<file path="src/rob_cfg_pkg.sv">
// sizes of the reorder buffer
// widths of the fields held in each entry
`default_nettype none

package rob_cfg_pkg;

	localparam int thread_depth = 16;	// entries per thread
	localparam int slot_bits = 4;		// slot index inside one thread
	localparam int pc_bits = 64;		// pc and branch target width
	localparam int arn_bits = 5;		// architectural register number
	localparam int prn_bits = 6;		// 64 physical registers
	localparam int count_bits = 5;		// occupancy, 0 to 16

endpackage

`default_nettype wire

</file>
<file path="src/rob_types_pkg.sv">
// thread identifier type
// reorder buffer tag, readable as a flat entry number or as thread plus slot
`default_nettype none

package rob_types_pkg;

	// 0 is thread 1, 1 is thread 2
	typedef logic thread_id_t;

	typedef struct packed
	{
		thread_id_t thread;								// upper bit picks the queue
		logic [rob_cfg_pkg::slot_bits-1:0] slot;		// position inside that queue
	} tag_split_t;

	// reservation stations see one flat number, the buffer splits it
	typedef union packed
	{
		logic [rob_cfg_pkg::slot_bits:0] flat;
		tag_split_t split;
	} rob_tag_t;

endpackage

`default_nettype wire

</file>
<file path="src/rob_dispatch_steer.sv">
// dispatch routing to the thread queues
// room check, flush blocking, tag forming and full flags
`timescale 1ns/1ps
`default_nettype none

module rob_dispatch_steer (
	input wire logic inst1_valid,
	input wire logic inst2_valid,
	input wire rob_types_pkg::thread_id_t dispatch_thread,
	input wire logic [rob_cfg_pkg::slot_bits-1:0] t1_tail_slot,
	input wire logic [rob_cfg_pkg::slot_bits-1:0] t2_tail_slot,
	input wire logic [rob_cfg_pkg::count_bits-1:0] t1_free_count,
	input wire logic [rob_cfg_pkg::count_bits-1:0] t2_free_count,
	input wire logic t1_flush,
	input wire logic t2_flush,
	output logic dispatch_accept,
	output rob_types_pkg::rob_tag_t inst1_tag,
	output rob_types_pkg::rob_tag_t inst2_tag,
	output logic [1:0] t1_alloc_count,
	output logic [1:0] t2_alloc_count,
	output logic t1_full,
	output logic t2_full
);

	logic [1:0] offered;
	logic [rob_cfg_pkg::slot_bits-1:0] tail;
	logic [rob_cfg_pkg::count_bits-1:0] free;
	logic [1:0] granted;

	// a second instruction alone does not count
	assign offered = inst1_valid ? (inst2_valid ? 2'd2 : 2'd1) : 2'd0;

	assign tail = (dispatch_thread == 1'b0) ? t1_tail_slot : t2_tail_slot;
	assign free = (dispatch_thread == 1'b0) ? t1_free_count : t2_free_count;

	// no dispatch while any thread is being flushed
	assign dispatch_accept = (free >= rob_cfg_pkg::count_bits'(offered))
		&& !(t1_flush || t2_flush);
	assign granted = dispatch_accept ? offered : 2'd0;

	assign t1_alloc_count = (dispatch_thread == 1'b0) ? granted : 2'd0;
	assign t2_alloc_count = (dispatch_thread == 1'b1) ? granted : 2'd0;

	always_comb
	begin
		inst1_tag.split.thread = dispatch_thread;
		inst1_tag.split.slot = tail;
		inst2_tag.split.thread = dispatch_thread;
		inst2_tag.split.slot = tail + 1'b1;	// wraps past slot 15
	end

	// full means a pair would not fit
	assign t1_full = t1_free_count < 2;
	assign t2_full = t2_free_count < 2;

endmodule

`default_nettype wire

</file>
<file path="config.mk">
export PLATFORM = sky130hd
export DESIGN_NAME = rob_dispatch_steer
export DESIGN_NICKNAME = d
export VERILOG_FILES = /design/src/rob_cfg_pkg.sv /design/src/rob_types_pkg.sv /design/src/rob_dispatch_steer.sv
export SDC_FILE = /design/constraint.sdc
export NUM_CORES = 1
export LEC_CHECK = 0
export BUFFER_PORTS_ARGS = -buffer_cell sky130_fd_sc_hd__buf_2
export CAP_MARGIN = 10
export CORE_AREA = 4 4 41 43
export DETAILED_ROUTE_END_ITERATION = 16
export DIE_AREA = 0 0 45 47
export GPL_ROUTABILITY_DRIVEN = 0
export PLACE_DENSITY = 0.72
export SLEW_MARGIN = 30
export SYNTH_ARGS = -nofsm -noshare
export SYNTH_HDL_FRONTEND = slang
export SYNTH_SLANG_ARGS = --single-unit
</file>
<file path="constraint.sdc">
create_clock -name vclk -period 1.65
set_input_delay 0.33 -clock vclk [all_inputs]
set_output_delay 0.33 -clock vclk [all_outputs]
set_load 0.02 [all_outputs]
</file>
==> out/metrics.yaml <==
worstPathArrival_ns: 1.58
n_sequential_cell: 0
ant_nets: 0
finalHoldViolCount: 0
grt_usage_pct: 13.3
drive_gt1_share_pct: 87.0
dieArea_sq_mm: 0.00212
clockBufferCount: 0
drtIter0Drc: 3
port_buffers: 40
crit_chain: "buf_8 -> mux2_4 -> ha_4 -> a211oi_4 -> nor4_4 -> buf_4"
die_x_um: 45
nNetsFinal: 120
ir_worst_vdd_uv: 261
status: "complete, but fails checks"
hold_class: "input port to output port"
min_period_ns: 1.91
synth_area_sq_um: 299
startpoint: "dispatch_thread"
drtPass1Iterations: 4
wl_per_cell_um: 13.2
final_cell_count_no_fill: 107
worstSetupPathType: "input port to output port"
final_cell_area_sq_um: 830
overflow: 0
grt_pass1_vias: 508
critPathLaunchType: "input port"
critPathSlowestCell: "ha_4"
power.leakage_nw: 0.406
synth.top_cell.area_share_pct: 16.7
drc: 0
slew_headroom_pct: 80.9
hold_buffers: 0
crit_end: "t1_alloc_count[0]"
met1_usage_pct: 13.8
cpPeakStageDelay_ns: 0.31
hpwl_um: 1090
p_per_area_mw_per_mm2: 327
syn-instance-count: 37
slew_viol_final: 0
start_util_pct: 23.0
setup_violations: 8
busiest_layer: "met2"
die_h_um: 47
fin_crit_sh_pct: 116
antenna_found_initial: 0
violations: "negative setup slack"
placed_area_sq_um: 669
synth_cell_types: 22
multi_input_area_sq_um: 412
rsz0062_at_grt: "true"
tightest_slew_ns: 0.285
finalWorstSetupSlack_ns: -0.258
grt_use_met3_pct: 0.766
grt_start_max_net_pins: 6
io_pins: 40
fp.coreArea_sq_mm: 0.00130
postRouteWirelength_um: 1410
power_w: 0.000272
rows: 13
fillers: 116
gr-usage-met2_pct: 29.7
cp.required_ns: 1.32
timing.hold.ws_ns: 0.934
post_synth.cell_area_avg_sq_um: 8.08
pre_cts_slack_ns: -0.379
seq_area_sq_um: 0
synth_most_common_cell: "mux2i_1"
placed_cells: 100
synth_nets: 63
yosysTopAreaCell: "mux2i_1"
vias: 502
seq_area_frac_synth_pct: 0
max_freq_mhz: 524
via_per_inst: 4.69
critPathMaxFanout: 4
maxCapViolations: 0
synthTopCellsByCount: "mux2i_1, ha_1, inv_1, nor2_1"
yosys_warnings: 0
area_delta_synth_final_pct: 177
cp-end-kind: "output port"
antenna_cells: 0
grt_pass1_wl_um: 2100
synth.area.top_cells: "mux2i_1, ha_1, a211oi_2"
## report_power, final
part / internal (W) / leakage [nW] / total [W] / switching, W
clock: 0 / 0 / 0 / 0
combinational: 0.000143 / 0.406 / 0.000272 / 0.000128
sequential: 0 / 0 / 0 / 0
total: 0.000143 / 0.406 / 0.000272 / 0.000128
## worst min path at each step
stage                     depth (start not counted)              from                 to
final                                             3  t1_free_count[1]            t1_full
after global routing                              3  t1_free_count[1]            t1_full
after CTS                                         3  t1_free_count[1]            t1_full
after detailed placement                          3  t1_free_count[1]            t1_full
after global placement                            3  t1_free_count[1]            t1_full
after floorplan                                   1       inst2_valid  t2_alloc_count[0]
## per-stage QoR
| stage | utilization [%] | setup TNS [ns] |
|---|---|---|
| 2_1_floorplan | - | -0.724 |
| 3_3_place_gp | 51.4 | -1.97 |
| 3_5_place_dp | 51.4 | -2.18 |
| 4_1_cts | 62.7 | -1.44 |
| 5_1_grt | 63.7 | -1.80 |
| 6_report | 63.7 | -1.29 |
## worst max-delay path: cells and delay by family
kind | cells | cell delay (ns)
fa+ha+maj | 1 | 0.31
buf+inv | 2 | 0.29
compound gates | 1 | 0.08
mux | 1 | 0.30
simple gates | 1 | 0.26
## timing repair
action	4_1_cts	5_1_grt
setup endpoints to repair	9	9
buffers inserted	6	2
resized for setup	24	4
endpoints found under the hold margin	0	0
pin swaps	11	5
## metal layers
metal  part of all wire, %  up-vias  wire, um
li1                      -      244         -
met1                    33      223       471
met5                     0        -         0
met2                    57       33       800
met3                   8.7        2       123
met4                   1.3        0        19
## layout by cell type (no fill, tap or decap)
cell type and instances:
a211oi_4 2, a21boi_2 1, a21oi_2 1, buf_2 31
buf_4 20, buf_6 6, buf_8 1, ha_1 1
ha_4 2, inv_1 1, inv_2 2, mux2_2 1
mux2_4 1, mux2i_1 2, mux2i_4 3, nand2_1 2
nand2b_4 1, nand3_1 1, nor2_1 3, nor2b_1 1
nor3_2 1, nor3_4 1, nor3b_2 1, nor4_4 1
nor4b_4 1, or3_4 2, xnor2_2 1, xor2_1 1
## final cells by class
cell class,instances,share of cell area (%)
multi-input combinational,31,49.6
timing repair buffer,58,46.8
tap,15,2.26
inverter,3,1.36
## kinds of logic after synthesis
family                     count (synthesis)  synth area share (%)
buffers and inverters                      6                  12.6
xor gates and xnor gates                   2                  5.86
adders and majority gates                  3                  12.6
AOI/OAI and AO/OA                          4                  12.6
muxes                                      7                  24.3
and+or+nand+nor                           15                  32.2
No activity file was read; power rests on OpenSTA's default activity.
