$ cat config.mk
export PLATFORM = sky130hd
export DESIGN_NAME = rob_thread_queue
export DESIGN_NICKNAME = d
export VERILOG_FILES = /design/src/rob_cfg_pkg.sv /design/src/rob_types_pkg.sv /design/src/rob_thread_queue.sv
export SDC_FILE = /design/constraint.sdc
export NUM_CORES = 2
export LEC_CHECK = 0
export BUFFER_PORTS_ARGS = -buffer_cell sky130_fd_sc_hd__buf_4
export CAP_MARGIN = 20
export CORE_MARGIN = 3
export CORE_UTILIZATION = 40
export DETAILED_ROUTE_END_ITERATION = 16
export PLACE_DENSITY = 0.67
export SLEW_MARGIN = 10
export SYNTH_ARGS = -nofsm -noshare
export SYNTH_HDL_FRONTEND = slang
export SYNTH_SLANG_ARGS = --single-unit
export TNS_END_PERCENT = 1
$ cat constraint.sdc
create_clock -name clock -period 15 [get_ports clock]
set_input_delay 1.5 -clock clock [delete_from_list [all_inputs] [get_ports clock]]
set_output_delay 1.5 -clock clock [all_outputs]
set_load 0.05 [all_outputs]
$ cat src/rob_cfg_pkg.sv
// sizes of the reorder buffer
// widths of the fields held in each entry
`default_nettype none

package rob_cfg_pkg;

	localparam int thread_depth = 16;	// entries per thread
	localparam int slot_bits = 4;		// slot index inside one thread
	localparam int pc_bits = 64;		// pc and branch target width
	localparam int arn_bits = 5;		// architectural register number
	localparam int prn_bits = 6;		// 64 physical registers
	localparam int count_bits = 5;		// occupancy, 0 to 16

endpackage

`default_nettype wire

$ cat src/rob_types_pkg.sv
// thread identifier type
// reorder buffer tag, readable as a flat entry number or as thread plus slot
`default_nettype none

package rob_types_pkg;

	// 0 is thread 1, 1 is thread 2
	typedef logic thread_id_t;

	typedef struct packed
	{
		thread_id_t thread;								// upper bit picks the queue
		logic [rob_cfg_pkg::slot_bits-1:0] slot;		// position inside that queue
	} tag_split_t;

	// reservation stations see one flat number, the buffer splits it
	typedef union packed
	{
		logic [rob_cfg_pkg::slot_bits:0] flat;
		tag_split_t split;
	} rob_tag_t;

endpackage

`default_nettype wire

$ cat src/rob_thread_queue.sv
// circular entry store for one thread of the reorder buffer
// head, tail and occupancy tracking, completion decode and flush
`timescale 1ns/1ps
`default_nettype none

module rob_thread_queue #(
	parameter rob_types_pkg::thread_id_t owner = 1'b0
) (
	input wire logic clock,
	input wire logic reset,
	input wire logic [1:0] alloc_count,
	input wire logic [rob_cfg_pkg::pc_bits-1:0] inst1_pc,
	input wire logic [rob_cfg_pkg::arn_bits-1:0] inst1_arn,
	input wire logic [rob_cfg_pkg::prn_bits-1:0] inst1_prn,
	input wire logic inst1_is_branch,
	input wire logic [rob_cfg_pkg::pc_bits-1:0] inst2_pc,
	input wire logic [rob_cfg_pkg::arn_bits-1:0] inst2_arn,
	input wire logic [rob_cfg_pkg::prn_bits-1:0] inst2_prn,
	input wire logic inst2_is_branch,
	input wire logic done1_valid,
	input wire rob_types_pkg::rob_tag_t done1_tag,
	input wire logic done1_mispredict,
	input wire logic [rob_cfg_pkg::pc_bits-1:0] done1_target_pc,
	input wire logic done2_valid,
	input wire rob_types_pkg::rob_tag_t done2_tag,
	input wire logic done2_mispredict,
	input wire logic [rob_cfg_pkg::pc_bits-1:0] done2_target_pc,
	input wire logic [1:0] pop_count,
	input wire logic flush,
	output logic [rob_cfg_pkg::slot_bits-1:0] tail_slot,
	output logic [rob_cfg_pkg::count_bits-1:0] free_count,
	output logic head_ready,
	output logic [rob_cfg_pkg::pc_bits-1:0] head_pc,
	output logic [rob_cfg_pkg::pc_bits-1:0] head_target_pc,
	output logic head_is_branch,
	output logic head_mispredict,
	output logic [rob_cfg_pkg::arn_bits-1:0] head_arn,
	output logic [rob_cfg_pkg::prn_bits-1:0] head_prn,
	output logic next_ready,
	output logic [rob_cfg_pkg::pc_bits-1:0] next_pc,
	output logic [rob_cfg_pkg::pc_bits-1:0] next_target_pc,
	output logic next_is_branch,
	output logic next_mispredict,
	output logic [rob_cfg_pkg::arn_bits-1:0] next_arn,
	output logic [rob_cfg_pkg::prn_bits-1:0] next_prn
);

	localparam int depth = rob_cfg_pkg::thread_depth;

	logic [rob_cfg_pkg::pc_bits-1:0] pc_mem [depth];
	logic [rob_cfg_pkg::pc_bits-1:0] target_mem [depth];
	logic [rob_cfg_pkg::arn_bits-1:0] arn_mem [depth];
	logic [rob_cfg_pkg::prn_bits-1:0] prn_mem [depth];
	logic [depth-1:0] branch_mem;
	logic [depth-1:0] mispredict_mem;
	logic [depth-1:0] occupied;
	logic [depth-1:0] executed;

	logic [rob_cfg_pkg::slot_bits-1:0] head;
	logic [rob_cfg_pkg::slot_bits-1:0] tail;
	logic [rob_cfg_pkg::count_bits-1:0] count;
	logic [rob_cfg_pkg::slot_bits-1:0] head_next;
	logic [rob_cfg_pkg::slot_bits-1:0] tail_next;
	logic [rob_cfg_pkg::slot_bits-1:0] head_after_pop;
	logic done1_hit;
	logic done2_hit;

	assign head_next = head + 1'b1;
	assign tail_next = tail + 1'b1;
	assign head_after_pop = head + rob_cfg_pkg::slot_bits'(pop_count);

	// completions aimed at the other thread are ignored here
	assign done1_hit = done1_valid && (done1_tag.split.thread == owner);
	assign done2_hit = done2_valid && (done2_tag.split.thread == owner);

	// entry payload, written at allocation and at completion
	always_ff @(posedge clock)
	begin
		if (alloc_count != 2'd0)
		begin
			pc_mem[tail] <= inst1_pc;
			arn_mem[tail] <= inst1_arn;
			prn_mem[tail] <= inst1_prn;
			branch_mem[tail] <= inst1_is_branch;
			executed[tail] <= 1'b0;
		end
		if (alloc_count == 2'd2)
		begin
			pc_mem[tail_next] <= inst2_pc;
			arn_mem[tail_next] <= inst2_arn;
			prn_mem[tail_next] <= inst2_prn;
			branch_mem[tail_next] <= inst2_is_branch;
			executed[tail_next] <= 1'b0;
		end
		if (done1_hit)
		begin
			executed[done1_tag.split.slot] <= 1'b1;
			mispredict_mem[done1_tag.split.slot] <= done1_mispredict;
			target_mem[done1_tag.split.slot] <= done1_target_pc;
		end
		if (done2_hit)
		begin
			executed[done2_tag.split.slot] <= 1'b1;
			mispredict_mem[done2_tag.split.slot] <= done2_mispredict;
			target_mem[done2_tag.split.slot] <= done2_target_pc;
		end
	end

	always_ff @(posedge clock)
	begin
		if (reset)
		begin
			head <= '0;
			tail <= '0;
			count <= '0;
			occupied <= '0;
		end
		else
		begin
			head <= head_after_pop;
			if (pop_count != 2'd0)
				occupied[head] <= 1'b0;
			if (pop_count == 2'd2)
				occupied[head_next] <= 1'b0;
			if (alloc_count != 2'd0)
				occupied[tail] <= 1'b1;
			if (alloc_count == 2'd2)
				occupied[tail_next] <= 1'b1;
			if (flush)
			begin
				// drop everything younger than the committed branch
				tail <= head_after_pop;
				count <= '0;
				occupied <= '0;
			end
			else
			begin
				tail <= tail + rob_cfg_pkg::slot_bits'(alloc_count);
				count <= count + rob_cfg_pkg::count_bits'(alloc_count)
					- rob_cfg_pkg::count_bits'(pop_count);
			end
		end
	end

	assign tail_slot = tail;
	assign free_count = rob_cfg_pkg::count_bits'(depth) - count;

	// oldest two entries for the commit selector
	assign head_ready = occupied[head] & executed[head];
	assign head_pc = pc_mem[head];
	assign head_target_pc = target_mem[head];
	assign head_is_branch = branch_mem[head];
	assign head_mispredict = mispredict_mem[head];
	assign head_arn = arn_mem[head];
	assign head_prn = prn_mem[head];

	assign next_ready = occupied[head_next] & executed[head_next];
	assign next_pc = pc_mem[head_next];
	assign next_target_pc = target_mem[head_next];
	assign next_is_branch = branch_mem[head_next];
	assign next_mispredict = mispredict_mem[head_next];
	assign next_arn = arn_mem[head_next];
	assign next_prn = prn_mem[head_next];

endmodule

`default_nettype wire

==> flow_summary.ini <==
[status]
outcome = completed

[synth]
synth_area_leaders = edfxtp_1 (51%), mux4_2 (24%), mux2_2 (19%)
synth-seq-cells = 2301
yosys_warnings = 0
synth_top_area_share_pct = 50.72
synth_nets = 7529
synth_most_common_cell = edfxtp_1
ys_seq_area_share_pct = 51.89
synthArstFlopShare_pct = 0
synth_largest_area_cell = edfxtp_1
synth_cells = 7209
synth_ff_type = edfxtp_1
synth_top_cells_by_count = edfxtp_1 (2224), mux2_2 (2182), mux4_2 (1419)
synth-edff-count = 2224
syn_avg_cell_area_sq_um = 18.27
syn_area_sq_mm = 0.1317
synth.distinct_cells = 52

[layout]
finalNonFillerCells = 11980
seqCellArea_sq_mm = 0.06834
final.fill_count = 27930
nets = 7694
multiInputGateArea_sq_mm = 0.05973
syn2layout_area_growth_pct = 12.54
layout-drive-gt1-share_pct = 63.26

[floorplanning]
fp.dieH_um = 579.7
ios = 594
die_w_um = 579.7
dieArea_sq_mm = 0.3361
start_util_pct = 40.22
placementRows = 210
fp.coreArea_sq_mm = 0.3274

[power_and_ir_drop]
ir_drop_v = 0.0001031
p_leak_nw = 47.42
power_density_mw_per_mm2 = 128.3

[worst_setup_path]
cp.arrival_ns = 7.36
cp-start-kind = flip-flop
endpoint_kind = primary output
rr_endpoint = occupied[2]
cp.required_ns = 13.50
reg2reg_depth = 8
r2r_slack_ns = 10.63
worstSetupPathType = reg -> out
reg2reg_from = head[0]
cp_max_fo = 115

[global_routing]
grt_pass1_vias = 81090
grt_pass1_wl_mm = 624.9
grt_max_degree = 131
track_usage_pct = 25.74
grt-ovfl-total = 0
antenna_found_initial = 83

[min_path]
worstHoldEndpoint = executed[13]
min_from = executed[13]
holdCritPathClass = reg -> reg
hold_depth = 1

[flow_run]
max_cap_viol_count = 0

[clock_network]
cts_sinks = 2301
cts_tree = built
clkLatencyLatePin_ns = 0.89
cts_max_path_buffers = 4
cts_resized = 0
numCtsBuffers = 274
cts.htree.levels = 5
postCtsSetupRepairBufs = 0
path_clk_slew_ns = 0.06
cts_hold_buf = 0
cts_root_buf = clkbuf_16

[sta]
hold_viol = 0
fin_setup_tns_ns = 0
maxSlewViolCount = 0
whs_ns = 0.4796
max_freq_mhz = 112.9
fin_ws_ns = 6.142
fin_crit_ns = 8.858
fin_skew_ns = 0.04138
maxSlewHeadroom_pct = 20.38
fin_crit_sh_pct = 59.05
setup_viol = 0
rsz0062_at_grt = no
worst_pin_slew_ns = 1.194

[placement]
portBuffers = 593
dp_slack_ns = 6.753
dp_cells = 11440
hpwl_mm = 241.9
routabilityCongestion = 0.8205

[detailed_routing]
wirelength_mm = 444.0
drt_first_pass_iters = 6
drc = 0
routedWlPerCell_um = 37.07
vias_per_cell = 6.635
drtIter0Drc = 10060
vias = 79470
ant_nets = 0
[metrics by stage]
step | utilization (%) | cell area [sq um] | power (mW)
2_1_floorplan | - | 131700 | 11.01
3_3_place_gp | 42.57 | 139400 | 12.49
3_5_place_dp | 42.58 | 139400 | 12.55
4_1_cts | 45.21 | 148000 | 19.10
5_1_grt | 45.24 | 148100 | 19.57
6_report | 45.26 | 148200 | 19.01
[cells in the final DEF (no fill, tap or decap), types with 31 or more instances in the layout]
master	n
clkbuf_1	48
buf_4	736
mux2_2	2182
nand2_4	31
clkinv_1	66
mux4_2	1419
nor2_1	37
clkbuf_16	279
dfxtp_1	74
a21oi_1	36
mux2_1	42
diode_2	50
clkinv_2	41
edfxtp_1	2224
nand2_1	61
[power breakdown]
part | switching, mW | total, mW | internal, mW
logic | 2.92 | 4.93 | 2.01
registers | 0.157 | 7.51 | 7.36
clock network | 2.80 | 6.57 | 3.77
total | 5.88 | 19.0 | 13.1
[cells by family (layout without fill, tap and decap cells)]
kind of cell	after synthesis	after routing	synth area share (%)
flip-flops	2301	2301	51.89
other	0	50	0
XOR/XNOR	13	13	0.09788
multiplexers	3665	3665	43.46
AND/OR/NAND/NOR	204	204	0.7421
AO/OA/AOI/OAI	116	116	0.5673
buffers and inverters	890	1263	3.034
adder cells (fa/ha/maj)	20	20	0.2110
[area by class of cell]
class,count,share of cell area (%)
flip-flops and latches,2301,46.12
multi-input cells,4018,40.31
clock buffers,327,4.833
repair buffers,745,3.852
well taps,4346,3.670
clock inverters,157,0.9921
inverters,34,0.1419
diodes,50,0.08443
[critical path: stages (launching register included)]
cell     delay, ns
dfxtp_4       0.93
buf_12        0.54
buf_4         0.78
buf_4         0.78
buf_4         0.86
buf_4         0.54
buf_16        0.31
mux4_2        0.55
mux4_2        0.52
buf_4         0.22
[sequential cells by signal (all words and copies together), names as in the netlist]
name and count:
arn_mem 80, branch_mem 16, count 5, executed 16
head 4, mispredict_mem 16, occupied 16, pc_mem 1024
prn_mem 96, tail_slot 4, target_mem 1024
[how the worst max path moves through the flow]
stage,start,end,slack (ns)
final,head[0],next_target_pc[26],6.14
after detailed placement,head[0],next_target_pc[26],6.75
after global placement,head[0],next_target_pc[26],6.89
after floorplan,alloc_count[1],arn_mem[4][0],9.19
after CTS,head[0],next_target_pc[26],5.82
after global routing,head[0],next_target_pc[26],5.57
[layer usage]
layer  GRT usage, %  part of all wire (%)  vias to the layer above
met4          9.454                   3.9                       56
met5              0                 0.082                        -
met1          33.35                    37                    42820
met3          7.388                    11                      977
met2          41.20                    48                     4905
li1               -                     -                    30710
(Power assumes the default switching activity.)
