[config.mk]
export PLATFORM = sky130hd
export DESIGN_NAME = rob_commit_select
export DESIGN_NICKNAME = d
export VERILOG_FILES = /design/src/rob_cfg_pkg.sv /design/src/rob_types_pkg.sv /design/src/rob_commit_select.sv
export SDC_FILE = /design/constraint.sdc
export NUM_CORES = 1
export LEC_CHECK = 0
export BUFFER_PORTS_ARGS = -buffer_cell sky130_fd_sc_hd__buf_4
export CAP_MARGIN = 20
export CORE_AREA = 2 2 337 339
export DETAILED_ROUTE_END_ITERATION = 16
export DIE_AREA = 0 0 339 341
export PLACE_DENSITY = 0.3
export SYNTH_ARGS = -nofsm -noshare
export SYNTH_HDL_FRONTEND = slang
export SYNTH_SLANG_ARGS = --single-unit
[constraint.sdc]
create_clock -name vclk -period 1.7
set_input_delay 0.17 -clock vclk [all_inputs]
set_output_delay 0.17 -clock vclk [all_outputs]
set_load 0.01 [all_outputs]
[src/rob_cfg_pkg.sv]
// sizes of the reorder buffer
// widths of the fields held in each entry
`default_nettype none

package rob_cfg_pkg;

	localparam int thread_depth = 16;	// entries per thread
	localparam int slot_bits = 4;		// slot index inside one thread
	localparam int pc_bits = 64;		// pc and branch target width
	localparam int arn_bits = 5;		// architectural register number
	localparam int prn_bits = 6;		// 64 physical registers
	localparam int count_bits = 5;		// occupancy, 0 to 16

endpackage

`default_nettype wire

[src/rob_types_pkg.sv]
// thread identifier type
// reorder buffer tag, readable as a flat entry number or as thread plus slot
`default_nettype none

package rob_types_pkg;

	// 0 is thread 1, 1 is thread 2
	typedef logic thread_id_t;

	typedef struct packed
	{
		thread_id_t thread;								// upper bit picks the queue
		logic [rob_cfg_pkg::slot_bits-1:0] slot;		// position inside that queue
	} tag_split_t;

	// reservation stations see one flat number, the buffer splits it
	typedef union packed
	{
		logic [rob_cfg_pkg::slot_bits:0] flat;
		tag_split_t split;
	} rob_tag_t;

endpackage

`default_nettype wire

[src/rob_commit_select.sv]
// commit selection across both thread queues
// fills two commit slots, thread 1 first, and raises pops and flushes
`timescale 1ns/1ps
`default_nettype none

module rob_commit_select (
	input wire logic t1_head_ready,
	input wire logic [rob_cfg_pkg::pc_bits-1:0] t1_head_pc,
	input wire logic [rob_cfg_pkg::pc_bits-1:0] t1_head_target_pc,
	input wire logic t1_head_is_branch,
	input wire logic t1_head_mispredict,
	input wire logic [rob_cfg_pkg::arn_bits-1:0] t1_head_arn,
	input wire logic [rob_cfg_pkg::prn_bits-1:0] t1_head_prn,
	input wire logic t1_next_ready,
	input wire logic [rob_cfg_pkg::pc_bits-1:0] t1_next_pc,
	input wire logic [rob_cfg_pkg::pc_bits-1:0] t1_next_target_pc,
	input wire logic t1_next_is_branch,
	input wire logic t1_next_mispredict,
	input wire logic [rob_cfg_pkg::arn_bits-1:0] t1_next_arn,
	input wire logic [rob_cfg_pkg::prn_bits-1:0] t1_next_prn,
	input wire logic t2_head_ready,
	input wire logic [rob_cfg_pkg::pc_bits-1:0] t2_head_pc,
	input wire logic [rob_cfg_pkg::pc_bits-1:0] t2_head_target_pc,
	input wire logic t2_head_is_branch,
	input wire logic t2_head_mispredict,
	input wire logic [rob_cfg_pkg::arn_bits-1:0] t2_head_arn,
	input wire logic [rob_cfg_pkg::prn_bits-1:0] t2_head_prn,
	input wire logic t2_next_ready,
	input wire logic [rob_cfg_pkg::pc_bits-1:0] t2_next_pc,
	input wire logic [rob_cfg_pkg::pc_bits-1:0] t2_next_target_pc,
	input wire logic t2_next_is_branch,
	input wire logic t2_next_mispredict,
	input wire logic [rob_cfg_pkg::arn_bits-1:0] t2_next_arn,
	input wire logic [rob_cfg_pkg::prn_bits-1:0] t2_next_prn,
	output logic commit1_valid,
	output rob_types_pkg::thread_id_t commit1_thread,
	output logic [rob_cfg_pkg::pc_bits-1:0] commit1_pc,
	output logic [rob_cfg_pkg::pc_bits-1:0] commit1_target_pc,
	output logic commit1_is_branch,
	output logic commit1_mispredict,
	output logic [rob_cfg_pkg::arn_bits-1:0] commit1_arn,
	output logic [rob_cfg_pkg::prn_bits-1:0] commit1_prn,
	output logic commit2_valid,
	output rob_types_pkg::thread_id_t commit2_thread,
	output logic [rob_cfg_pkg::pc_bits-1:0] commit2_pc,
	output logic [rob_cfg_pkg::pc_bits-1:0] commit2_target_pc,
	output logic commit2_is_branch,
	output logic commit2_mispredict,
	output logic [rob_cfg_pkg::arn_bits-1:0] commit2_arn,
	output logic [rob_cfg_pkg::prn_bits-1:0] commit2_prn,
	output logic [1:0] t1_pop_count,
	output logic [1:0] t2_pop_count,
	output logic t1_flush,
	output logic t2_flush
);

	// a mispredicted branch ends its thread's commit group
	logic t1_head_bad;
	logic t1_next_bad;
	logic t2_head_bad;
	logic t2_next_bad;

	assign t1_head_bad = t1_head_is_branch & t1_head_mispredict;
	assign t1_next_bad = t1_next_is_branch & t1_next_mispredict;
	assign t2_head_bad = t2_head_is_branch & t2_head_mispredict;
	assign t2_next_bad = t2_next_is_branch & t2_next_mispredict;

	always_comb
	begin
		{commit1_valid, commit1_thread, commit1_pc, commit1_target_pc} = '0;
		{commit1_is_branch, commit1_mispredict, commit1_arn, commit1_prn} = '0;
		{commit2_valid, commit2_thread, commit2_pc, commit2_target_pc} = '0;
		{commit2_is_branch, commit2_mispredict, commit2_arn, commit2_prn} = '0;
		t1_pop_count = 2'd0;
		t2_pop_count = 2'd0;
		t1_flush = 1'b0;
		t2_flush = 1'b0;
		if (t1_head_ready)
		begin
			{commit1_valid, commit1_thread, commit1_pc, commit1_target_pc} =
				{1'b1, 1'b0, t1_head_pc, t1_head_target_pc};
			{commit1_is_branch, commit1_mispredict, commit1_arn, commit1_prn} =
				{t1_head_is_branch, t1_head_mispredict, t1_head_arn, t1_head_prn};
			t1_pop_count = 2'd1;
			t1_flush = t1_head_bad;
			if (t1_next_ready && !t1_head_bad)
			begin
				{commit2_valid, commit2_thread, commit2_pc, commit2_target_pc} =
					{1'b1, 1'b0, t1_next_pc, t1_next_target_pc};
				{commit2_is_branch, commit2_mispredict, commit2_arn, commit2_prn} =
					{t1_next_is_branch, t1_next_mispredict, t1_next_arn, t1_next_prn};
				t1_pop_count = 2'd2;
				t1_flush = t1_next_bad;
			end
			else if (t2_head_ready)	// thread 2 fills the spare slot
			begin
				{commit2_valid, commit2_thread, commit2_pc, commit2_target_pc} =
					{1'b1, 1'b1, t2_head_pc, t2_head_target_pc};
				{commit2_is_branch, commit2_mispredict, commit2_arn, commit2_prn} =
					{t2_head_is_branch, t2_head_mispredict, t2_head_arn, t2_head_prn};
				t2_pop_count = 2'd1;
				t2_flush = t2_head_bad;
			end
		end
		else if (t2_head_ready)
		begin
			{commit1_valid, commit1_thread, commit1_pc, commit1_target_pc} =
				{1'b1, 1'b1, t2_head_pc, t2_head_target_pc};
			{commit1_is_branch, commit1_mispredict, commit1_arn, commit1_prn} =
				{t2_head_is_branch, t2_head_mispredict, t2_head_arn, t2_head_prn};
			t2_pop_count = 2'd1;
			t2_flush = t2_head_bad;
			if (t2_next_ready && !t2_head_bad)
			begin
				{commit2_valid, commit2_thread, commit2_pc, commit2_target_pc} =
					{1'b1, 1'b1, t2_next_pc, t2_next_target_pc};
				{commit2_is_branch, commit2_mispredict, commit2_arn, commit2_prn} =
					{t2_next_is_branch, t2_next_mispredict, t2_next_arn, t2_next_prn};
				t2_pop_count = 2'd2;
				t2_flush = t2_next_bad;
			end
		end
	end

endmodule

`default_nettype wire

==> results of run 1 <==
[logic make-up after synthesis]
kind of cell,synth area share
AND/OR/NAND/NOR,0.402
AO/OA/AOI/OAI,0.480
buffers and inverters,0.118
[layout make-up]
class                           count  area, um2  share of cell area
Multi-Input combinational cell    721       4070               0.281
Tap cell                         1500       1880               0.129
Timing Repair Buffer             1008       8540               0.588
Antenna cell                        7       17.5             0.00121
Inverter                            2       15.0             0.00103
[where the power goes]
| part | total, mW | switching, mW | internal, mW | leakage (nW) |
|---|---|---|---|---|
| Clock | 0.000000577 | 0 | 0.000000577 | 0.0000451 |
| Sequential | 0 | 0 | 0 | 0 |
| Combinational | 4.36 | 2.09 | 2.28 | 6.74 |
[worst max-delay path, delay by kind of cell]
kind                   cells  cell delay, ns
buffers and inverters      4            0.63
AND/OR/NAND/NOR            2            0.42
AO/OA/AOI/OAI              1            0.38
[repair_timing]
item	in CTS	in global routing
pin swaps	6	42
resized for setup	13	102
buffers inserted	3	12
gates cloned	3	18
endpoints found under the setup margin	151	150
[per-stage QoR]
stage | setup TNS (ns) | hold WS, ns | total power [mW]
global route | -10.50 | 0.646 | 4.63
floorplan | 0 | 0.484 | 1.21
detailed placement | -13.15 | 0.628 | 4.03
CTS | -8.13 | 0.634 | 4.11
global placement | -12.87 | 0.630 | 4.04
finish | -6.55 | 0.633 | 4.36
[how the worst max path moves through the flow]
stage	from	endpoint	slack (ns)
2_1_floorplan	t2_head_ready	commit2_pc[0]	0.15
3_3_place_gp	t1_next_ready	commit2_prn[2]	-0.23
3_5_place_dp	t2_head_ready	commit2_prn[2]	-0.28
4_1_cts	t2_head_ready	commit2_pc[34]	-0.13
5_1_grt	t2_head_ready	commit2_pc[48]	-0.15
6_report	t2_head_ready	commit2_pc[48]	-0.11
[layer usage]
layer  vias up  wire length, um  track usage
li1       4953                -            -
met1      5376            42700        0.194
met2       593            44500        0.243
met3        68             7000       0.0377
met4        20              567      0.00519
met5         -              132            0
[cells in the final DEF, fill, tap and decap left out, types with 8 or more instances in the layout]
cell type / count
sky130_fd_sc_hd__a221o_1: 140
sky130_fd_sc_hd__buf_12: 26
sky130_fd_sc_hd__buf_4: 897
sky130_fd_sc_hd__buf_6: 60
sky130_fd_sc_hd__clkbuf_16: 11
sky130_fd_sc_hd__nand2_1: 273
sky130_fd_sc_hd__nand2_2: 8
sky130_fd_sc_hd__nor3_1: 134
sky130_fd_sc_hd__o21ai_0: 133
==> results_dict.tcl, run 1 <==
set metrics [dict create \
    run_status "finished with violations" \
    violated_checks "negative setup slack" \
    drtIter0Drc 543 \
    relSlewSlack 0.655 \
    yosys_warnings 0 \
    fmaxAchievable_mhz 553 \
    fp.dieH_um 341 \
    layout.cells.non_filler 3238 \
    overflow 0 \
    slew_viol_final 0 \
    portBuffers 860 \
    synthesis.area_mm2 0.00453 \
    die-area_mm2 0.116 \
    min_period_ns 1.81 \
    worstMarginPinSlew_ns 0.513 \
    synth_top_cells_by_area "sky130_fd_sc_hd__a221o_1 31%, sky130_fd_sc_hd__nand2_1 23%, sky130_fd_sc_hd__nor3_1 15%" \
    netlist.area_leader.share 0.309 \
    final-setup-viol-count 118 \
    seq_cell_area_um2 0 \
    floorplan.initialDensity 0.0405 \
    synthDominantAreaCellType "sky130_fd_sc_hd__a221o_1" \
    grtUsageTotal 0.145 \
    worst_hold_path_type "in -> out" \
    synthesized_netlist_net_count 1400 \
    grt_antenna_before_repair 33 \
    worst_hold_startpoint "t1_head_pc[36]" \
    yosysMostFrequentCell "sky130_fd_sc_hd__nand2_1" \
    path_cells "buf_12 > and3b_2 > and2_4 > buf_12 > buf_12 > a221o_1 > buf_4" \
    cpMostUsedCell "sky130_fd_sc_hd__buf_12" \
    floorplan_row_count 123 \
    fin_crit_sh 1.06 \
    path_max_fanout 27 \
    nFlopsAndLatches 0 \
    hold-path-cell-count 4 \
    drtAntennaViolNets 0 \
    synth.yosys.seq_area_share 0 \
    synth_area_per_cell_um2 5.44 \
    finalHoldViolCount 0 \
    filler_cell_count 13200 \
    cp-end-kind "primary output" \
    placed_cells 3196 \
    worstSetupPathType "in -> out" \
    synth_cells 832 \
    grt_start_max_net_pins 73 \
    top_cell_types_by_occurrence_after_synthesis "281 x sky130_fd_sc_hd__nand2_1, 140 x sky130_fd_sc_hd__a221o_1, 140 x sky130_fd_sc_hd__nor3_1" \
    core_region_area_mm2 0.112 \
    critPathLaunchType "primary input" \
    ys_types 25 \
    grt_setup_unrepaired "yes" \
    power_density_mw_per_mm2 300 \
    leakagePower_nw 6.74 \
    postLayoutCellArea_mm2 0.0145 \
    drc 0 \
    wl_per_cell_um 29.3 \
    detail_route.first_pass.iterations 5 \
    max_cap_viol_count 0 \
    data_required_time_at_the_worst_endpoint_ns 1.53 \
    hold_end "commit1_pc[36]" \
    layout.core_utilization 0.130 \
    preCtsSetupSlack_ns -0.278 \
    die_width_um 339 \
    timing.critical_path.slowest_stage_cell "sky130_fd_sc_hd__a221o_1" \
    final_critical_path_setup_slack_ns -0.109 \
    io_pins 860 \
    cp_slowest_stage_delay_ns 0.38 \
    place.gp.congestion 0.878 \
    drive_above_1_share 0.594 \
    postRouteWirelength_mm 94.9 \
    global_route_wire_length_before_repair_mm 113 \
    placed_area_mm2 0.0135 \
    hold_buffers 0 \
    grt_pass1_vias 11000 \
    area_delta_synth_final_pct 221 \
    nets 2301 \
    place.detailed.hpwl_mm 80.6 \
    vias 11000 \
    via_density 3.40 \
    timing.critical_path.arrival_ns 1.64 \
    clockBufferCount 0 \
    vdd.ir_drop.worst_mv 0.101 \
]
Note: power is estimated with default switching activity, not from simulation.
==> inputs of run 2 (changes only) <==
--- a/config.mk
+++ b/config.mk
@@ -5,11 +5,11 @@
 export SDC_FILE = /design/constraint.sdc
 export NUM_CORES = 1
 export LEC_CHECK = 0
-export BUFFER_PORTS_ARGS = -buffer_cell sky130_fd_sc_hd__buf_4
 export CAP_MARGIN = 20
-export CORE_AREA = 2 2 337 339
+export CORE_AREA = 2 2 331 333
 export DETAILED_ROUTE_END_ITERATION = 16
-export DIE_AREA = 0 0 339 341
+export DIE_AREA = 0 0 333 335
+export DONT_BUFFER_PORTS = 1
 export PLACE_DENSITY = 0.3
 export SYNTH_ARGS = -nofsm -noshare
 export SYNTH_HDL_FRONTEND = slang
==> results_dict.tcl, run 2 (synthesis gave the netlist of run 1 again) <==
set metrics [dict create \
    run_status "finished with violations" \
    violated_checks "negative setup slack" \
    worst-path-buf-inv 2 \
    multiInputGateArea_mm2 0.00401 \
    filler_cell_count 13000 \
    path_cells "and3b_1 > and2_4 > buf_12 > buf_4 > a221o_1" \
    die_width_um 333 \
    vias 7734 \
    core_region_area_mm2 0.108 \
    floorplan_row_count 121 \
    detail_route.first_pass.iterations 6 \
    leakagePower_nw 2.05 \
    layout.core_utilization 0.0632 \
    mostFrequentLayoutCell "sky130_fd_sc_hd__nand2_1" \
    cp-end-kind "primary output" \
    slew_viol_final 0 \
    grtUsageTotal 0.120 \
    timing.critical_path.slowest_stage_cell "sky130_fd_sc_hd__a221o_1" \
    final_critical_path_setup_slack_ns -0.0552 \
    postRouteWirelength_mm 72.9 \
    max_cap_viol_count 0 \
    nets 1399 \
    timing.critical_path.max_delay_family "simple AND/OR/NAND/NOR gates" \
    vdd.ir_drop.worst_mv 0.107 \
    relSlewSlack 0.464 \
    drive_above_1_share 0.134 \
    grt_setup_unrepaired "no" \
    min_period_ns 1.76 \
    die-area_mm2 0.112 \
    portBuffers 0 \
    place.detailed.hpwl_mm 66.2 \
    overflow 0 \
    drtIter0Drc 601 \
    grt_antenna_before_repair 69 \
    worst_hold_path_type "in -> out" \
    nFlopsAndLatches 0 \
    wl_per_cell_um 32.3 \
    mostFrequentLayoutCells "281 x sky130_fd_sc_hd__nand2_1, 140 x sky130_fd_sc_hd__nor3_1, 140 x sky130_fd_sc_hd__a221o_1" \
    cp_slowest_stage_delay_ns 0.39 \
    io_pins 860 \
    place.gp.congestion 0.879 \
    grt_start_max_net_pins 288 \
    worstMarginPinSlew_ns 0.804 \
    clockBufferCount 0 \
    floorplan.initialDensity 0.0419 \
    fmaxAchievable_mhz 570 \
    fp.dieH_um 335 \
    drc 0 \
    drtAntennaViolNets 0 \
    data_required_time_at_the_worst_endpoint_ns 1.53 \
    path_max_fanout 144 \
    cts_resized 0 \
    critPathLaunchType "primary input" \
    fin_crit_sh 1.03 \
    finalHoldViolCount 0 \
    preCtsSetupSlack_ns 0.0827 \
    seq_cell_area_um2 0 \
    post_cts.repair.setup_buffers 0 \
    final-setup-viol-count 21 \
    global_route_wire_length_before_repair_mm 86.3 \
    worstSetupPathType "in -> out" \
    power_density_mw_per_mm2 256 \
    hold_buffers 0 \
    timing.critical_path.arrival_ns 1.59 \
    area_delta_synth_final_pct 50.7 \
    via_density 3.42 \
    grt_pass1_vias 6893 \
]
run 2: cell count changes in the layout (fill, tap and decap cells not counted), moves of 2 or more:
cell                        delta
sky130_fd_sc_hd__nand2_1       +8
sky130_fd_sc_hd__clkbuf_16    -11
sky130_fd_sc_hd__nand2_2       -8
sky130_fd_sc_hd__buf_16        -7
sky130_fd_sc_hd__buf_6        -60
sky130_fd_sc_hd__nor3_1        +6
sky130_fd_sc_hd__diode_2       +9
sky130_fd_sc_hd__o21ai_0       +6
sky130_fd_sc_hd__buf_4       -807
sky130_fd_sc_hd__buf_12       -10
sky130_fd_sc_hd__o21ai_1       -6
sky130_fd_sc_hd__buf_8         -5
sky130_fd_sc_hd__nor3_2        -5
sky130_fd_sc_hd__bufbuf_16     -2
run 2: area by class of cell:
type                       count  area share
multi-input combinational    721       0.587
timing repair buffer         106       0.146
antenna                       16     0.00586
inverter                       2     0.00183
tap                         1414       0.259
run 2: through the flow:
stage	std cells	hold WS [ns]	setup TNS [ns]	area [um2]	total power, mW
after floorplan	832	0.484	0	4530	1.21
after global placement	2243	0.466	0	6790	1.76
after detailed placement	2243	0.467	0	6790	1.74
after CTS	2243	0.465	0	6790	1.75
after global routing	2254	0.455	0	6820	1.85
final	2259	0.464	-0.654	6830	1.75
run 2: path summary, 6_finish.rpt:
path | startpoint | to | slack (ns) | cells after the start
setup / recovery | t2_head_ready | commit2_pc[23] | -0.06 | 5
hold / removal | t1_head_ready | commit1_thread | 0.46 | 1
run 2: per-layer routing:
metal | part of all wire | GRT usage
met2 | 0.43 | 0.190
met1 | 0.46 | 0.171
met5 | 0.0010 | 0
met4 | 0.032 | 0.0245
met3 | 0.070 | 0.0188
run 2: power by group:
part           switching [mW]  internal (mW)  leakage (nW)
Combinational            1.13          0.614          2.05
Sequential                  0              0             0
Clock                       0     0.00000123      0.000103
==> inputs of run 3 (changes only) <==
--- a/config.mk
+++ b/config.mk
@@ -6,9 +6,9 @@
 export NUM_CORES = 1
 export LEC_CHECK = 0
 export CAP_MARGIN = 20
-export CORE_AREA = 2 2 331 333
+export CORE_AREA = 4 4 333 335
 export DETAILED_ROUTE_END_ITERATION = 16
-export DIE_AREA = 0 0 333 335
+export DIE_AREA = 0 0 337 339
 export DONT_BUFFER_PORTS = 1
 export PLACE_DENSITY = 0.3
 export SYNTH_ARGS = -nofsm -noshare
==> constraint.sdc (replaced) <==
create_clock -name vclk -period 1.7
set_input_delay 0.17 -clock vclk [all_inputs]
set_output_delay 0.17 -clock vclk [all_outputs]
set_load 0.005 [all_outputs]
==> results_dict.tcl, run 3 (synthesis gave the netlist of run 1 again) <==
set metrics [dict create \
    fmaxAchievable_mhz 540 \
    hold-path-cell-count 1 \
    place.gp.congestion 0.922 \
    detail_route.first_pass.iterations 6 \
    postRouteWirelength_mm 78.2 \
    run_status "finished with violations" \
    layout.cells.non_filler 2249 \
    drc 0 \
    drtAntennaViolNets 0 \
    final_critical_path_setup_slack_ns -0.151 \
    via_density 3.42 \
    highest-signal-layer "met5" \
    final-setup-viol-count 137 \
    mostFrequentLayoutCell "sky130_fd_sc_hd__nand2_1" \
    timing.critical_path.max_delay_family "simple AND/OR/NAND/NOR gates" \
    grt_antenna_before_repair 69 \
    path_max_fanout 144 \
    leakagePower_nw 1.98 \
    global_route_wire_length_before_repair_mm 90.0 \
    worst-path-buf-inv 2 \
    finalHoldViolCount 0 \
    power_density_mw_per_mm2 234 \
    drtIter0Drc 736 \
    timing.critical_path.arrival_ns 1.68 \
    place.detailed.hpwl_mm 69.9 \
    wl_met2_mm 33.8 \
    min_period_ns 1.85 \
    vias 7699 \
    worstSetupPathType "in -> out" \
    nets 1376 \
    die-area_mm2 0.114 \
    fin_hold_ws_ns 0.441 \
    floorplan_row_count 121 \
    worstMarginPinSlew_ns 0.708 \
    hold_end "commit1_target_pc[30]" \
    routedLengthMet1_mm 34.6 \
    cpMostUsedCell "sky130_fd_sc_hd__buf_12" \
    max_cap_viol_count 0 \
    nFlopsAndLatches 0 \
    fin_crit_sh 1.09 \
    relSlewSlack 0.523 \
    cp_slowest_stage_delay_ns 0.39 \
    path_cells "and3b_2 > and2_4 > buf_12 > buf_12 > a221o_1" \
    data_required_time_at_the_worst_endpoint_ns 1.53 \
    placed_cells 2215 \
    floorplan.initialDensity 0.0419 \
    die_width_um 337 \
    timing.critical_path.slowest_stage_cell "sky130_fd_sc_hd__a221o_1" \
    area_delta_synth_final_pct 51.5 \
    worst_hold_startpoint "t1_head_ready" \
    grtUsageTotal 0.123 \
    worst_hold_path_type "in -> out" \
    overflow 0 \
    drive_above_1_share 0.110 \
    fp.dieH_um 339 \
    seq_cell_area_um2 0 \
    slew_viol_final 0 \
    critPathLaunchType "primary input" \
    violated_checks "negative setup slack" \
    vdd.ir_drop.worst_mv 0.114 \
    cp-end-kind "primary output" \
    grt_setup_unrepaired "yes" \
    core_region_area_mm2 0.108 \
    grt_pass1_vias 7081 \
    portBuffers 0 \
    clockBufferCount 0 \
    met3RoutedLength_mm 7.46 \
    wl_per_cell_um 34.8 \
    io_pins 860 \
    mostFrequentLayoutCells "281 x sky130_fd_sc_hd__nand2_1, 140 x sky130_fd_sc_hd__nor3_1, 140 x sky130_fd_sc_hd__a221o_1" \
    grt_start_max_net_pins 288 \
]
==> run 3: cell count changes in the layout (fill, tap and decap cells not counted), sizes merged <==
cell,previous run,this run
clkbuf,0,3
diode,16,29
buf,106,80
==> run 3: worst max-delay path by stage <==
stage	depth (start not counted)	slack, ns	startpoint	to
after floorplan	7	0.18	t2_head_ready	commit2_pc[0]
after global placement	5	0.09	t2_head_ready	commit2_pc[21]
after detailed placement	5	0.03	t2_head_ready	commit2_pc[21]
after CTS	5	0.03	t2_head_ready	commit2_pc[21]
after global routing	5	-0.10	t2_head_ready	commit2_pc[21]
final	5	-0.15	t2_head_ready	commit2_pc[9]
==> run 3: timing repair <==
action / 4_1_cts / 5_1_grt
endpoints found under the setup margin: 0 / 14
buffers inserted: 0 / 2
gates resized for setup: 0 / 2
hold buffers: 0 / 0
==> run 3: layer usage <==
layer  global-route usage  vias to the layer above
li1                     -                     3107
met1                0.167                     3692
met2                0.194                      735
met3               0.0382                      155
met4               0.0215                       10
met5                    0                        -
==> run 3: report_power, final <==
part | internal (mW) | switching, mW | total [mW]
registers | 0 | 0 | 0
clock network | 0.00000212 | 0 | 0.00000212
logic | 0.612 | 0.997 | 1.61
==> run 3: area by class of cell <==
class                           count  area (um2)
Antenna cell                       29        72.6
Fill cell                       12900      101000
Inverter                            2        12.5
Multi-Input combinational cell    721        4010
Tap cell                         1414        1770
Timing Repair Buffer               83         996
==> run 3: stage by stage <==
stage          area [um2]  setup TNS (ns)  total power [mW]  setup slack [ns]    util
4_1_cts              6670               0              1.56            0.0341  0.0617
2_1_floorplan        4530               0              1.00             0.177       -
6_report             6860          -10.78              1.61            -0.151  0.0635
3_3_place_gp         6670               0              1.57            0.0909  0.0617
3_5_place_dp         6670               0              1.55            0.0253  0.0617
5_1_grt              6840           -5.98              1.70            -0.102  0.0633
